## src/board_pkg.sv

```systemverilog
/*
 * Shared definitions for the arcade board wrapper
 * Player count, board and game joystick widths
 * Start, coin and pause bit offsets in the board word
 * Default game reset stretch and the common data types
 */
package board_pkg;

    localparam int N_PLAYERS   = 2;   // Player channels
    localparam int BOARD_JOY_W = 16;  // Joystick word from the board
    localparam int JOY_W       = 10;  // Joystick word seen by the game

    // Offsets before the three-button shift
    localparam int START1_BASE = 6;
    localparam int START2_BASE = 7;
    localparam int COIN_BASE   = 8;
    localparam int PAUSE_BASE  = 9;

    localparam int DEF_GAME_RST_LEN = 255;  // Cycles of game reset after a trigger

    typedef logic [BOARD_JOY_W-1:0] board_joy_t;
    typedef logic [JOY_W-1:0]       game_joy_t;

    // Indexed by player for coins, by button for starts
    typedef logic [1:0] pair_t;

    typedef logic [7:0] color8_t;

endpackage

```

## src/player_if.sv

```systemverilog
/*
 * One player's decoded inputs
 * channel modport drives, merge modport reads
 */
`timescale 1ns/1ps

interface player_if;
    import board_pkg::*;

    game_joy_t joy;    // Rotated, still active high
    pair_t     start;  // {start2, start1}
    logic      coin;
    logic      pause;

    modport channel (
        output joy, start, coin, pause
    );

    modport merge (
        input joy, start, coin, pause
    );

endinterface

```

## src/game_reset.sv

```systemverilog
/*
 * Game reset stretcher
 * Triggers: rst, rst_req, downloading, dip_flip change
 * Active-low follower two cycles behind game_rst
 */
`timescale 1ns/1ps

module game_reset #(
    parameter int GAME_RST_LEN = 255
) (
    input  logic clk_sys,
    input  logic rst,
    input  logic rst_req,
    input  logic downloading,
    input  logic dip_flip,
    output logic game_rst,
    output logic game_rst_n
);

    localparam int CNT_W = $clog2(GAME_RST_LEN + 1);
    localparam logic [CNT_W-1:0] CNT_END = CNT_W'(GAME_RST_LEN);

    logic             last_dip_flip;
    logic [CNT_W-1:0] rst_cnt;
    logic             trigger;
    logic             pre_rst_n;

    // A flip of the screen restarts the game
    assign trigger = rst | rst_req | downloading | (dip_flip != last_dip_flip);

    always_ff @(posedge clk_sys) begin
        last_dip_flip <= dip_flip;
    end

    always_ff @(posedge clk_sys) begin
        if (trigger) begin
            rst_cnt  <= '0;  // Restart on every trigger
            game_rst <= 1'b1;
        end else if (rst_cnt != CNT_END) begin
            rst_cnt  <= rst_cnt + 1'b1;
            game_rst <= 1'b1;
        end else begin
            game_rst <= 1'b0;  // Saturated, release the game
        end
    end

    // Clears at once, sets two cycles after game_rst drops
    always_ff @(posedge clk_sys) begin
        if (rst || game_rst) begin
            pre_rst_n  <= 1'b0;
            game_rst_n <= 1'b0;
        end else begin
            pre_rst_n  <= 1'b1;
            game_rst_n <= pre_rst_n;
        end
    end

endmodule

```

## src/joy_sync.sv

```systemverilog
/*
 * Two-stage synchroniser for the board joystick words
 * One output word per player
 */
`timescale 1ns/1ps

module joy_sync (
    input  logic                  clk_sys,
    input  board_pkg::board_joy_t board_joystick1,
    input  board_pkg::board_joy_t board_joystick2,
    output board_pkg::board_joy_t joy_word [board_pkg::N_PLAYERS]
);
    import board_pkg::*;

    board_joy_t board_word [N_PLAYERS];
    board_joy_t stage1     [N_PLAYERS];

    assign board_word[0] = board_joystick1;
    assign board_word[1] = board_joystick2;

    always_ff @(posedge clk_sys) begin
        for (int p = 0; p < N_PLAYERS; p++) begin
            stage1[p]   <= board_word[p];  // May go metastable
            joy_word[p] <= stage1[p];
        end
    end

endmodule

```

## src/joy_channel.sv

```systemverilog
/*
 * Per-player input decoding
 * Joystick bits with optional vertical-screen rotation
 * Start, coin and pause picked at the three-button offsets
 */
`timescale 1ns/1ps

module joy_channel #(
    parameter int THREE_BUTTONS = 0
) (
    input  logic                  clk_sys,
    input  logic                  rst,
    input  logic                  rotate_en,
    input  board_pkg::board_joy_t joy_word,
    player_if.channel             player
);
    import board_pkg::*;

    localparam int START1_BIT = START1_BASE + THREE_BUTTONS;
    localparam int START2_BIT = START2_BASE + THREE_BUTTONS;
    localparam int COIN_BIT   = COIN_BASE + THREE_BUTTONS;
    localparam int PAUSE_BIT  = PAUSE_BASE + THREE_BUTTONS;

    logic [1:0] rot_sync;
    game_joy_t  joy_raw;
    game_joy_t  joy_rot;

    // Same two-cycle sync as the joystick words
    always_ff @(posedge clk_sys) begin
        rot_sync <= {rot_sync[0], rotate_en};
    end

    assign joy_raw = joy_word[JOY_W-1:0];

    always_comb begin
        if (rot_sync[1]) begin
            // Swap directions for a rotated monitor
            joy_rot = {joy_raw[9:4], joy_raw[0], joy_raw[1], joy_raw[3], joy_raw[2]};
        end else begin
            joy_rot = joy_raw;
        end
    end

    always_ff @(posedge clk_sys) begin
        if (rst) begin
            player.joy   <= '0;
            player.start <= '0;
            player.coin  <= 1'b0;
            player.pause <= 1'b0;
        end else begin
            player.joy   <= joy_rot;
            player.start <= {joy_word[START2_BIT], joy_word[START1_BIT]};
            player.coin  <= joy_word[COIN_BIT];
            player.pause <= joy_word[PAUSE_BIT];
        end
    end

endmodule

```

## src/input_merge.sv

```systemverilog
/*
 * Combines the player channels into game inputs
 * Polarity inversion, per-player coins, ORed starts
 * Service level delay and pause toggle
 */
`timescale 1ns/1ps

module input_merge #(
    parameter int GAME_INPUTS_ACTIVE_LOW = 1
) (
    input  logic                 clk_sys,
    input  logic                 rst,
    input  logic                 service,
    player_if.merge              players [board_pkg::N_PLAYERS],
    output board_pkg::game_joy_t game_joystick1,
    output board_pkg::game_joy_t game_joystick2,
    output board_pkg::pair_t     game_coin,
    output board_pkg::pair_t     game_start,
    output logic                 game_service,
    output logic                 game_pause
);
    import board_pkg::*;

    localparam logic INV = (GAME_INPUTS_ACTIVE_LOW != 0);

    game_joy_t joy_in   [N_PLAYERS];
    logic      coin_in  [N_PLAYERS];
    pair_t     start_in [N_PLAYERS];
    logic      pause_in [N_PLAYERS];

    pair_t      coin_all;
    pair_t      start_any;
    logic       pause_any;
    logic       last_pause;
    logic [2:0] svc_pipe;

    genvar p;
    generate
        for (p = 0; p < N_PLAYERS; p++) begin : g_unpack
            assign joy_in[p]   = players[p].joy;
            assign coin_in[p]  = players[p].coin;
            assign start_in[p] = players[p].start;
            assign pause_in[p] = players[p].pause;
        end
    endgenerate

    always_comb begin
        start_any = '0;
        pause_any = 1'b0;
        for (int i = 0; i < N_PLAYERS; i++) begin
            coin_all[i] = coin_in[i];    // Coin slot per player
            start_any   = start_any | start_in[i];
            pause_any   = pause_any | pause_in[i];
        end
    end

    // Two sync flops plus one to line up with the channel stage
    always_ff @(posedge clk_sys) begin
        svc_pipe <= {svc_pipe[1:0], service};
    end

    always_ff @(posedge clk_sys) begin
        if (rst) begin
            game_joystick1 <= {JOY_W{INV}};
            game_joystick2 <= {JOY_W{INV}};
            game_coin      <= {2{INV}};
            game_start     <= {2{INV}};
            game_service   <= INV;
            game_pause     <= 1'b0;
            last_pause     <= 1'b0;
        end else begin
            game_joystick1 <= {JOY_W{INV}} ^ joy_in[0];
            game_joystick2 <= {JOY_W{INV}} ^ joy_in[1];
            game_coin      <= {2{INV}} ^ coin_all;
            game_start     <= {2{INV}} ^ start_any;
            game_service   <= INV ^ svc_pipe[2];
            last_pause     <= pause_any;
            if (pause_any && !last_pause) begin
                game_pause <= ~game_pause;  // Toggle on rising edge only
            end
        end
    end

endmodule

```

## src/color_expand.sv

```systemverilog
/*
 * Base video colour path
 * Widens COLORW-bit channels to 8 bits on the pixel strobe
 * Registers sync and builds the data-enable from the blanks
 */
`timescale 1ns/1ps

module color_expand #(
    parameter int COLORW = 4
) (
    input  logic                clk_sys,
    input  logic                rst,
    input  logic                pxl_cen,
    input  logic [COLORW-1:0]   game_r,
    input  logic [COLORW-1:0]   game_g,
    input  logic [COLORW-1:0]   game_b,
    input  logic                hs,
    input  logic                vs,
    input  logic                lhbl,
    input  logic                lvbl,
    output board_pkg::color8_t  scan_r,
    output board_pkg::color8_t  scan_g,
    output board_pkg::color8_t  scan_b,
    output logic                scan_hs,
    output logic                scan_vs,
    output logic                scan_de
);
    import board_pkg::*;

    // Repeat the channel MSB first until 8 bits are filled
    function automatic color8_t expand(input logic [COLORW-1:0] c);
        color8_t w;
        for (int i = 0; i < 8; i++) begin
            w[7-i] = c[COLORW-1-(i % COLORW)];
        end
        return w;
    endfunction

    always_ff @(posedge clk_sys) begin
        if (rst) begin
            scan_r  <= '0;
            scan_g  <= '0;
            scan_b  <= '0;
            scan_hs <= 1'b0;
            scan_vs <= 1'b0;
            scan_de <= 1'b0;
        end else if (pxl_cen) begin
            scan_r  <= expand(game_r);
            scan_g  <= expand(game_g);
            scan_b  <= expand(game_b);
            scan_hs <= hs;
            scan_vs <= vs;
            scan_de <= lhbl & lvbl;  // Visible outside both blanks
        end
    end

endmodule

```

## src/arcade_board.sv

```systemverilog
/*
 * Arcade board wrapper top level
 * Game reset, player input path and base colour path
 */
`timescale 1ns/1ps

module arcade_board #(
    parameter int THREE_BUTTONS          = 0,
    parameter int GAME_INPUTS_ACTIVE_LOW = 1,
    parameter int COLORW                 = 4,
    parameter int GAME_RST_LEN           = board_pkg::DEF_GAME_RST_LEN
) (
    input  logic                  clk_sys,
    input  logic                  rst,
    input  logic                  rst_req,
    input  logic                  downloading,
    input  logic                  dip_flip,
    input  logic                  rotate_en,
    input  logic                  service,
    input  board_pkg::board_joy_t board_joystick1,
    input  board_pkg::board_joy_t board_joystick2,
    input  logic                  pxl_cen,
    input  logic [COLORW-1:0]     game_r,
    input  logic [COLORW-1:0]     game_g,
    input  logic [COLORW-1:0]     game_b,
    input  logic                  hs,
    input  logic                  vs,
    input  logic                  lhbl,
    input  logic                  lvbl,
    output logic                  game_rst,
    output logic                  game_rst_n,
    output board_pkg::game_joy_t  game_joystick1,
    output board_pkg::game_joy_t  game_joystick2,
    output board_pkg::pair_t      game_coin,
    output board_pkg::pair_t      game_start,
    output logic                  game_service,
    output logic                  game_pause,
    output board_pkg::color8_t    scan_r,
    output board_pkg::color8_t    scan_g,
    output board_pkg::color8_t    scan_b,
    output logic                  scan_hs,
    output logic                  scan_vs,
    output logic                  scan_de
);
    import board_pkg::*;

    board_joy_t joy_word [N_PLAYERS];  // Synchronised board words
    player_if   players  [N_PLAYERS] ();

    game_reset #(
        .GAME_RST_LEN (GAME_RST_LEN)
    ) u_game_reset (
        .clk_sys     (clk_sys),
        .rst         (rst),
        .rst_req     (rst_req),
        .downloading (downloading),
        .dip_flip    (dip_flip),
        .game_rst    (game_rst),
        .game_rst_n  (game_rst_n)
    );

    joy_sync u_joy_sync (
        .clk_sys         (clk_sys),
        .board_joystick1 (board_joystick1),
        .board_joystick2 (board_joystick2),
        .joy_word        (joy_word)
    );

    genvar p;
    generate
        for (p = 0; p < N_PLAYERS; p++) begin : g_player
            joy_channel #(
                .THREE_BUTTONS (THREE_BUTTONS)
            ) u_joy_channel (
                .clk_sys   (clk_sys),
                .rst       (rst),
                .rotate_en (rotate_en),
                .joy_word  (joy_word[p]),
                .player    (players[p])
            );
        end
    endgenerate

    input_merge #(
        .GAME_INPUTS_ACTIVE_LOW (GAME_INPUTS_ACTIVE_LOW)
    ) u_input_merge (
        .clk_sys        (clk_sys),
        .rst            (rst),
        .service        (service),
        .players        (players),
        .game_joystick1 (game_joystick1),
        .game_joystick2 (game_joystick2),
        .game_coin      (game_coin),
        .game_start     (game_start),
        .game_service   (game_service),
        .game_pause     (game_pause)
    );

    color_expand #(
        .COLORW (COLORW)
    ) u_color_expand (
        .clk_sys (clk_sys),
        .rst     (rst),
        .pxl_cen (pxl_cen),
        .game_r  (game_r),
        .game_g  (game_g),
        .game_b  (game_b),
        .hs      (hs),
        .vs      (vs),
        .lhbl    (lhbl),
        .lvbl    (lvbl),
        .scan_r  (scan_r),
        .scan_g  (scan_g),
        .scan_b  (scan_b),
        .scan_hs (scan_hs),
        .scan_vs (scan_vs),
        .scan_de (scan_de)
    );

endmodule

```

## config.mk

```make
export PLATFORM = sky130hd
export DESIGN_NAME = arcade_board
export DESIGN_NICKNAME = d
export VERILOG_FILES = /design/src/board_pkg.sv /design/src/player_if.sv /design/src/game_reset.sv /design/src/joy_sync.sv /design/src/joy_channel.sv /design/src/input_merge.sv /design/src/color_expand.sv /design/src/arcade_board.sv
export SDC_FILE = /design/constraint.sdc
export NUM_CORES = 1
export LEC_CHECK = 0
export ABC_AREA = 1
export CAP_MARGIN = 20
export CORE_ASPECT_RATIO = 1.5
export CORE_MARGIN = 3
export CORE_UTILIZATION = 60
export DETAILED_ROUTE_END_ITERATION = 8
export DONT_BUFFER_PORTS = 1
export GPL_ROUTABILITY_DRIVEN = 0
export PLACE_DENSITY = 0.76
export SETUP_SLACK_MARGIN = 0.2
export SLEW_MARGIN = 0
export SYNTH_ARGS = -nofsm -noshare
export SYNTH_HDL_FRONTEND = slang
export SYNTH_SLANG_ARGS = --single-unit
```

## constraint.sdc

```tcl
create_clock -name clk_sys -period 1.54 [get_ports clk_sys]
set_input_delay 0.308 -clock clk_sys [delete_from_list [all_inputs] [get_ports clk_sys]]
set_output_delay 0.308 -clock clk_sys [all_outputs]
set_load 0.005 [all_outputs]
```

==> results.txt, run 1 <==
Net Sw Frac: 21.4%
first-pass GRT wire length: 11400 um
critical path capture point type: flop
period utilisation layout: 84.4%
maximum clock rate: 769 MHz
Num CTS Buffers: 17
RSZ-0062 raised after global routing: yes
vias post-DR: 2262
CP Launch Type: flop
Die Span Y: 97.5 um
commonest cells after routing, fill and taps aside: dfxtp_1, nor2_1, dlygate4sd3_1, nand2_1, inv_1
Post-Syn Nets: 384
post-route minimum period: 1.30 ns
Overall Power: 7.30 mW
htree depth: 4
WHS: 0.0700 ns
Rel. slew slack: 66.4%
Clk pwr share: 51.5%
drt total wl: 6960 um
grt ovf: 0
P_sw: 1.56 mW
clk sinks: 117
Comb pwr share: 3.7%
DP HPWL: 3590 um
sequential power share: 44.8%
CTS root buffer: clkbuf_8
cell internal pwr: 5.74 mW
Netlist Area Pre-Place: 3350 sq um
Final nets: 438
largest net degree at the start of global routing: 48
arrival time worst endpoint: 1.69 ns
Finished Layout Cells: 462
critical path's slowest cell: dfxtp_1
Power Dens Cells: 1640 nW/um^2
drt first-iter violations: 146
Pins Over Slew Limit: 0
Worst Clk Skew: 0.00752 ns
CP bufs+invs: 0
Pre-antenna DRT Iters: 4
CTS tree: yes
Max Root-Sink Buffers: 2
Reg clk slew, reported paths: 0.05 ns
drt drc: 0
DR vias/cell: 4.90
dpl cells: 374
share of post-route cells with drive strength above 1: 12.2%
final setup TNS: 0 ns
CP Max Fanout: 6
Final Hold Vio Count: 0
num rows: 32
per-cell routed wire length: 15.1 um
Min-Delay Path Class: in2reg
setup violators final: 0
Area growth syn-to-layout: 33.2%
# diodes: 0
outcome: finished, final reports clean
Worst R2R Setup Slack: 0.24 ns
VDD IR max: 1.33 mV
Max Cap Violations: 0
Clock Latency Late Sink: 0.50 ns
die area: 6540 sq um
delay-heaviest family, CP: simple AND/OR/NAND/NOR gates
vias in the first global route: 2505
initial antenna violation count: 0
Synthesis Warnings: 0
Post-DP Area: 3300 sq um
max incr delay on CP: 0.43 ns
syn_area_per_cell: 10.2 sq um
cell area after layout: 4460 sq um
Least-Margin Pin Slew: 0.503 ns
Chip Width: 67.0 um
GRT Resource Usage Total: 23.6%
Initial Utilization: 63.4%
I/O pins: 111
Synth area leaders: dfxtp_1, nor2_1, nand2_1
flop and latch count out of synthesis: 117
Syn Inst Count: 327
leading cell type in the layout, fill and taps excluded: dfxtp_1
worst-path cell chain: ha_4 -> nand2_2 -> nor2_4 -> nand2_4 -> a21oi_1 -> nor2_1
Post-DRT Antenna Nets: 0
Leak Pwr: 1.98 nW
Synth top area share: 69.9%
count of cell types in the netlist: 24
# port buffers: 0
kind of critical path: reg2reg
Required @ worst endpoint: 1.93 ns
Synth area leader: dfxtp_1
post-synthesis sequential area ratio: 69.9%
core box area: 5290 sq um
-- cells in the mapped netlist --
cell type and count:
nand3_1 6, nor3b_1 1, clkbuf_1 2, a21oi_4 1, inv_1 24, o21ai_0 20, ha_1 1, o21bai_1 1
buf_6 1, o21ai_1 8, inv_2 2, nor2_4 2, nand2_4 2, nand3_2 1, nor2_8 1, nand4_1 2
nand2_1 40, dfxtp_1 117, nand2_2 3, nor2_1 64, a31oi_1 1, a21oi_1 7, buf_2 4, buf_4 16
-- sequential cells by signal, indices dropped and copies added, names as in the netlist, 2 cells and up --
| signal | flops |
|---|---|
| u_input_merge.game_start | 2 |
| u_joy_sync.joy_word | 20 |
| u_color_expand.scan_r | 4 |
| g_player.u_joy_channel.player.joy | 16 |
| g_player.u_joy_channel.player.pause | 2 |
| u_color_expand.scan_g | 4 |
| g_player.u_joy_channel.player.start | 2 |
| u_game_reset.rst_cnt | 8 |
| u_input_merge.svc_pipe | 3 |
| u_input_merge.game_joystick1 | 9 |
| u_input_merge.game_joystick2 | 10 |
| u_color_expand.scan_b | 4 |
| u_joy_sync.stage1 | 20 |
| g_player.u_joy_channel.rot_sync | 2 |
-- layout make-up --
type	instances	area (sq um)
Inverter	26	97.6
Clock buffer	19	442
Timing Repair Buffer	58	586
Fill cell	276	823
Sequential cell	117	2340
Tap cell	68	85.1
Clock inverter	13	145
Multi-Input combinational cell	161	764
-- logic make-up after synthesis --
| logic type | share of synthesized area, % |
|---|---|
| and+or+nand+nor | 15.9 |
| DFF | 69.9 |
| buffers and inverters | 7.66 |
| AOI/OAI and AO/OA | 6.12 |
| adders and majority gates | 0.373 |
-- repair_timing --
item	in CTS	in global routing
endpoints found under the hold margin	52	0
setup buffers	0	1
gates resized for setup	0	5
hold buffers	55	0
setup endpoints to repair	0	7
-- worst paths after layout --
| check | startpoint | to | cells after the start |
|---|---|---|---|
| setup / recovery | u_game_reset.rst_cnt[0] | u_game_reset.rst_cnt[5] | 6 |
| hold / removal | rst_req | u_game_reset.game_rst | 4 |
| setup reg to reg | u_game_reset.rst_cnt[0] | u_game_reset.rst_cnt[5] | 6 |
| hold reg to reg | u_joy_sync.stage1[0][8] | u_joy_sync.joy_word[24] | 0 |
-- stage by stage --
step                worst slack [ns]  utilization, %
floorplan                      0.398               -
global placement               0.322            62.5
detailed placement             0.274            62.5
CTS                            0.263            84.0
global route                   0.133            84.4
finish                         0.240            84.4
-- routing by layer --
layer	global-route usage (%)	vias up	wire, um
met5	0	-	0
li1	-	1114	-
met4	11.7	0	112
met3	7.87	11	491
met2	43.0	94	3930
met1	22.3	1043	2430
-- worst min-delay path, cell delays in order --
cell and delay (ns):
nor2_4 0.02, nand2_2 0.06, a21oi_4 0.05, nand3_1 0.09
-- power groups by stage --
stage / registers (mW) / logic (mW) / clock network [mW]
detailed placement: 3.33 / 0.133 / 0
finish: 3.27 / 0.267 / 3.76
floorplan: 3.30 / 0.153 / 0
CTS: 3.27 / 0.260 / 3.84
global placement: 3.32 / 0.125 / 0
global route: 3.29 / 0.301 / 3.98
Power figures use the tool's default switching activity.
==> inputs of run 2 (changes only) <==
- clock period: 1.54 -> 1.2 ns (I/O delays scaled with it)
==> run 2 against run 1 <==
The run now ends with negative hold slack left; setup slack got worse by 0.16 ns; flip-flop and latch count did not move; sequential power rose by 28%; critical path depth did not move; clock skew barely moved; global-route usage fell by 1.2 points; clock-buffer cell count rose by 3; die area did not move; via count fell by 1.5%; core utilization rose by 0.71 points; clock power rose by 35%; register-to-register slack got worse by 0.16 ns; critical endpoint unchanged.
==> results.txt, run 2 (synthesis gave the netlist of run 1 again) <==
WHS: -0.206 ns
Area growth syn-to-layout: 34.3%
setup ws final: 0.0801 ns
num rows: 32
final setup TNS: 0 ns
DP HPWL: 3610 um
Worst R2R Setup Slack: 0.08 ns
CP Launch Type: flop
Num CTS Buffers: 17
largest net degree at the start of global routing: 48
Least-Margin Pin Slew: 0.490 ns
grt ovf: 0
Clock Latency Late Sink: 0.51 ns
CP Max Fanout: 6
Max Root-Sink Buffers: 2
CTS root buffer: clkbuf_8
GRT Resource Usage Total: 22.4%
Initial Utilization: 63.4%
Reg clk slew, reported paths: 0.05 ns
first-pass GRT wire length: 10600 um
core box area: 5290 sq um
Die Span Y: 97.5 um
crit path launch: u_game_reset.rst_cnt[0]
FF/Latch Area: 2440 sq um
CP dominant cell by count: nand2_4
Worst Clk Skew: 0.00722 ns
dpl cells: 373
# port buffers: 0
Required @ worst endpoint: 1.60 ns
setup violators final: 0
per-cell routed wire length: 15.0 um
Fillers: 248
share of post-route cells with drive strength above 1: 26.7%
I/O pins: 111
leading cell type in the layout, fill and taps excluded: dfxtp_1
reg2reg path depth: 6
htree depth: 4
outcome: finished with violations
CP bufs+invs: 0
# hold bufs at CTS: 42
clk sinks: 117
# diodes: 0
commonest cells after routing, fill and taps aside: dfxtp_1, nor2_1, dlygate4sd3_1, nand2_1, dfxtp_2
delay-heaviest family, CP: flip-flops
initial antenna violation count: 0
critical path capture point type: flop
Chip Width: 67.0 um
Pins Over Slew Limit: 0
Final nets: 426
vias post-DR: 2227
RSZ-0062 raised after global routing: yes
period utilisation layout: 93.3%
Power Dens Cells: 2120 nW/um^2
Post-DRT Antenna Nets: 0
drt total wl: 6770 um
drt first-iter violations: 81
arrival time worst endpoint: 1.52 ns
Min-Delay Path Class: in2reg
vias in the first global route: 2266
dpl ws: 0.0514 ns
area of the multi-input gates: 792 sq um
maximum clock rate: 893 MHz
CTS tree: yes
Rel. slew slack: 67.3%
Crit path depth: 6
die area: 6540 sq um
Pre-antenna DRT Iters: 5
Overall Power: 9.56 mW
Leak Pwr: 1.96 nW
worst-path cell chain: ha_4 -> nand2_4 -> nor2_4 -> nand2_4 -> a21oi_2 -> nor2_1
Crit Reg-Reg Startpoint: u_game_reset.rst_cnt[0]
post-route minimum period: 1.12 ns
Final Hold Vio Count: 17
max incr delay on CP: 0.36 ns
critical path's slowest cell: dfxtp_4
drt drc: 0
DR vias/cell: 4.95
worst hold path depth: 1
VDD IR max: 1.77 mV
largest registers: u_joy_sync.joy_word: 20 flops, u_joy_sync.stage1: 20 flops, g_player.u_joy_channel.player.joy: 16 flops
Max Cap Violations: 0
min-delay src: rst
kind of critical path: reg2reg
violated checks: negative hold slack
Finished Layout Cells: 450
## run 2: cell count changes in the layout (fill, tap and decap cells not counted), moves of 2 or more
cell	previous run	this run
nor2_1	64	62
dfxtp_1	117	68
o21ai_1	11	9
a21oi_2	0	2
nand2_2	3	1
dlygate4sd3_1	55	41
nand2_4	2	4
o21ai_0	17	19
inv_6	4	2
dfxtp_4	0	14
dfxtp_2	0	35
a21oi_1	7	5
clkbuf_8	3	5
## run 2: through the flow
step	hold slack, ns	cell area, sq um	util (%)
final	-0.206	4500	85.1
after global placement	0.268	3320	62.8
after CTS	-0.227	4460	84.4
after detailed placement	0.268	3320	62.8
after floorplan	0.268	3370	-
after global routing	-0.224	4500	85.1
## run 2: repair_timing
| action | 4_1_cts | 5_1_grt |
|---|---|---|
| pin swaps | 9 | 3 |
| gates resized for setup | 54 | 15 |
| gates cloned | 0 | 0 |
| buffers inserted | 3 | 0 |
| endpoints found under the setup margin | 64 | 67 |
| endpoints found under the hold margin | 63 | 16 |
## run 2: routing by layer
layer  GRT usage [%]  vias to the layer above  share of wire, %
li1                -                     1089                 -
met4            11.6                        0               2.9
met1            21.0                     1029                34
met2            39.8                       89                57
met5               0                        -                 0
met3            9.14                       20               5.8
## run 2: report_power, final
group	internal [mW]	switching, mW	leakage (nW)
Combinational	0.157	0.138	0.684
Clock	3.39	1.67	0.294
Sequential	4.09	0.111	0.980
Total	7.64	1.92	1.96
## run 2: path summary, 6_finish.rpt
check,endpoint
max,u_game_reset.rst_cnt[5]
max reg2reg,u_game_reset.rst_cnt[5]
min,u_game_reset.pre_rst_n
min reg2reg,u_joy_sync.joy_word[25]
## run 2: cell type report
type	count	area share (%)
Timing Repair Buffer	46	10.3
Inverter	26	2.25
Sequential cell	117	54.2
Tap cell	68	1.89
Clock buffer	22	10.5
Multi-Input combinational cell	161	17.6
Clock inverter	10	3.20
## run 2: worst reg2reg max path, delay by kind of cell, from the launching register on
kind                       cells  cell delay [ns]
AOI/OAI and AO/OA              1             0.13
adders and majority gates      1             0.16
DFF                            1             0.36
and+or+nand+nor                4             0.38
==> inputs of run 3 (changes only) <==
- CORE_ASPECT_RATIO: 1.5 -> 1.75
==> run 3 against run 2 <==
The flow still finishes with violations (negative hold slack); combinational power rose by 7.5%; sequential power barely moved; clock-buffer cell count fell by 4; wire length rose by 15%; register-to-register slack got worse by 0.04 ns; final cell count rose by 3.6%; cell area rose by 2.2%; non-clock buffer count rose by 11; critical path depth rose by 1; setup slack got worse by 0.042 ns; via count rose by 3.6%; core utilization rose by 0.93 points; critical endpoint unchanged; largest power group unchanged.
==> results.txt, run 3 (synthesis gave the netlist of run 1 again) <==
outcome: finished with violations
violated checks: negative hold slack
Worst Clk Skew: 0.00961 ns
Post-DRT Antenna Nets: 0
Least-Margin Pin Slew: 0.479 ns
Chip Width: 62.5 um
Clk pwr share: 52.6%
Area growth syn-to-layout: 37.2%
min-delay src: rst
CTS root buffer: clkbuf_8
first-pass GRT wire length: 11600 um
clk sinks: 117
FF/Latch Area: 2430 sq um
largest net degree at the start of global routing: 17
Final Hold Vio Count: 14
Die Span Y: 105 um
sequential power share: 44.1%
# port buffers: 0
Initial Utilization: 62.7%
CP Max Fanout: 6
VDD IR max: 2.25 mV
DP HPWL: 3490 um
Min-Delay Path Class: in2reg
core box area: 5340 sq um
share of post-route cells with drive strength above 1: 31.6%
Fillers: 265
die area: 6550 sq um
WHS: -0.188 ns
Finished Layout Cells: 466
DR vias/cell: 4.95
leading cell type in the layout, fill and taps excluded: dfxtp_1
kind of critical path: reg2reg
setup violators final: 0
Net Sw Frac: 21.5%
Util after Layout: 86.1%
Post-DP Area: 3330 sq um
dpl cells: 381
RSZ-0062 raised after global routing: yes
post-route minimum period: 1.16 ns
Rel. slew slack: 68.1%
maximum clock rate: 861 MHz
Pins Over Slew Limit: 0
drt total wl: 7760 um
area of the multi-input gates: 831 sq um
Leak Pwr: 2.03 nW
Overall Power: 9.54 mW
# diodes: 0
drt drc: 0
met1 usage: 19.9%
critical path capture point type: flop
arrival time worst endpoint: 1.58 ns
num rows: 35
GRT busiest layer: met2
htree depth: 4
I/O pins: 111
Comb pwr share: 3.3%
Crit Reg-Reg Startpoint: u_game_reset.rst_cnt[1]
Num CTS Buffers: 17
CTS tree: yes
vias in the first global route: 2465
period utilisation layout: 96.8%
P_sw: 2.06 mW
met3 Resource Use GR: 7.31%
# hold bufs at CTS: 43
Pre-antenna DRT Iters: 5
Power Dens Cells: 2070 nW/um^2
Required @ worst endpoint: 1.62 ns
met2 Use GR: 47.0%
Reg clk slew, reported paths: 0.06 ns
cell internal pwr: 7.48 mW
vias post-DR: 2307
Max Root-Sink Buffers: 2
per-cell routed wire length: 16.7 um
cell area after layout: 4600 sq um
initial antenna violation count: 0
Max Cap Violations: 0
Clock Latency Late Sink: 0.50 ns
commonest cells after routing, fill and taps aside: dfxtp_1, nor2_1, dfxtp_2, dlygate4sd3_1, nand2_1
drt first-iter violations: 110
crit path launch: u_game_reset.rst_cnt[1]
CP Launch Type: flop
GRT Resource Usage Total: 23.6%
largest registers: u_joy_sync.joy_word: 20 flops, u_joy_sync.stage1: 20 flops, g_player.u_joy_channel.player.joy: 16 flops
grt ovf: 0
Final nets: 437
[run 3: changes by cell type in the layout (fill, tap and decap cells not counted), moves of 2 or more]
cell,change
inv_1,-2
dfxtp_2,+6
buf_6,+3
nand2_1,-8
inv_6,+2
buf_4,+8
inv_2,+3
dfxtp_4,-5
nand2_2,+7
clkbuf_8,-3
[run 3: power by group through the flow]
stage / registers, mW / logic, mW / clock network, mW
CTS: 4.21 / 0.294 / 5.07
detailed placement: 4.27 / 0.164 / 0
global placement: 4.27 / 0.154 / 0
finish: 4.21 / 0.317 / 5.02
floorplan: 4.24 / 0.197 / 0
global route: 4.22 / 0.349 / 5.25
[run 3: through the flow]
stage | setup WS (ns) | setup TNS [ns]
final | 0.0379 | 0
after detailed placement | 0.0661 | 0
after CTS | 0.0787 | 0
after global routing | -0.0221 | -0.0221
after global placement | 0.0743 | 0
after floorplan | 0.137 | 0
[run 3: layer usage]
metal / vias up / routed length (um) / part of all wire, %
met4: 0 / 230 / 3.0
li1: 1112 / - / -
met2: 100 / 4650 / 60
met3: 20 / 395 / 5.1
met5: - / 0 / 0
met1: 1075 / 2490 / 32
[run 3: cell type report]
class	count	area share, %
sequential	117	52.8
clock inverter	13	3.70
inverter	26	2.12
clock buffer	18	9.31
timing repair buffer	57	12.0
tap	74	2.01
multi-input combinational	161	18.1
[run 3: critical path, stage by stage, from the launching register on]
cell and delay (ns):
dfxtp_4 0.37, ha_4 0.15, nand2_4 0.06, nor2_4 0.15, nand2_4 0.11, nand3_2 0.09
nand2_1 0.05, nor2_1 0.10
[run 3: path summary, 6_finish.rpt]
| path | endpoint | slack [ns] | depth (start not counted) |
|---|---|---|---|
| setup / recovery | u_game_reset.rst_cnt[5] | 0.04 | 7 |
| hold / removal | u_game_reset.pre_rst_n | -0.19 | 1 |
| setup reg to reg | u_game_reset.rst_cnt[5] | 0.04 | 7 |
| hold reg to reg | u_joy_sync.joy_word[24] | 0.32 | 0 |
[run 3: timing repair]
item / 4_1_cts / 5_1_grt
hold endpoints to repair: 64 / 15
setup endpoints to repair: 64 / 66
resized for setup: 50 / 32
pin swaps: 9 / 13
buffers inserted: 2 / 9
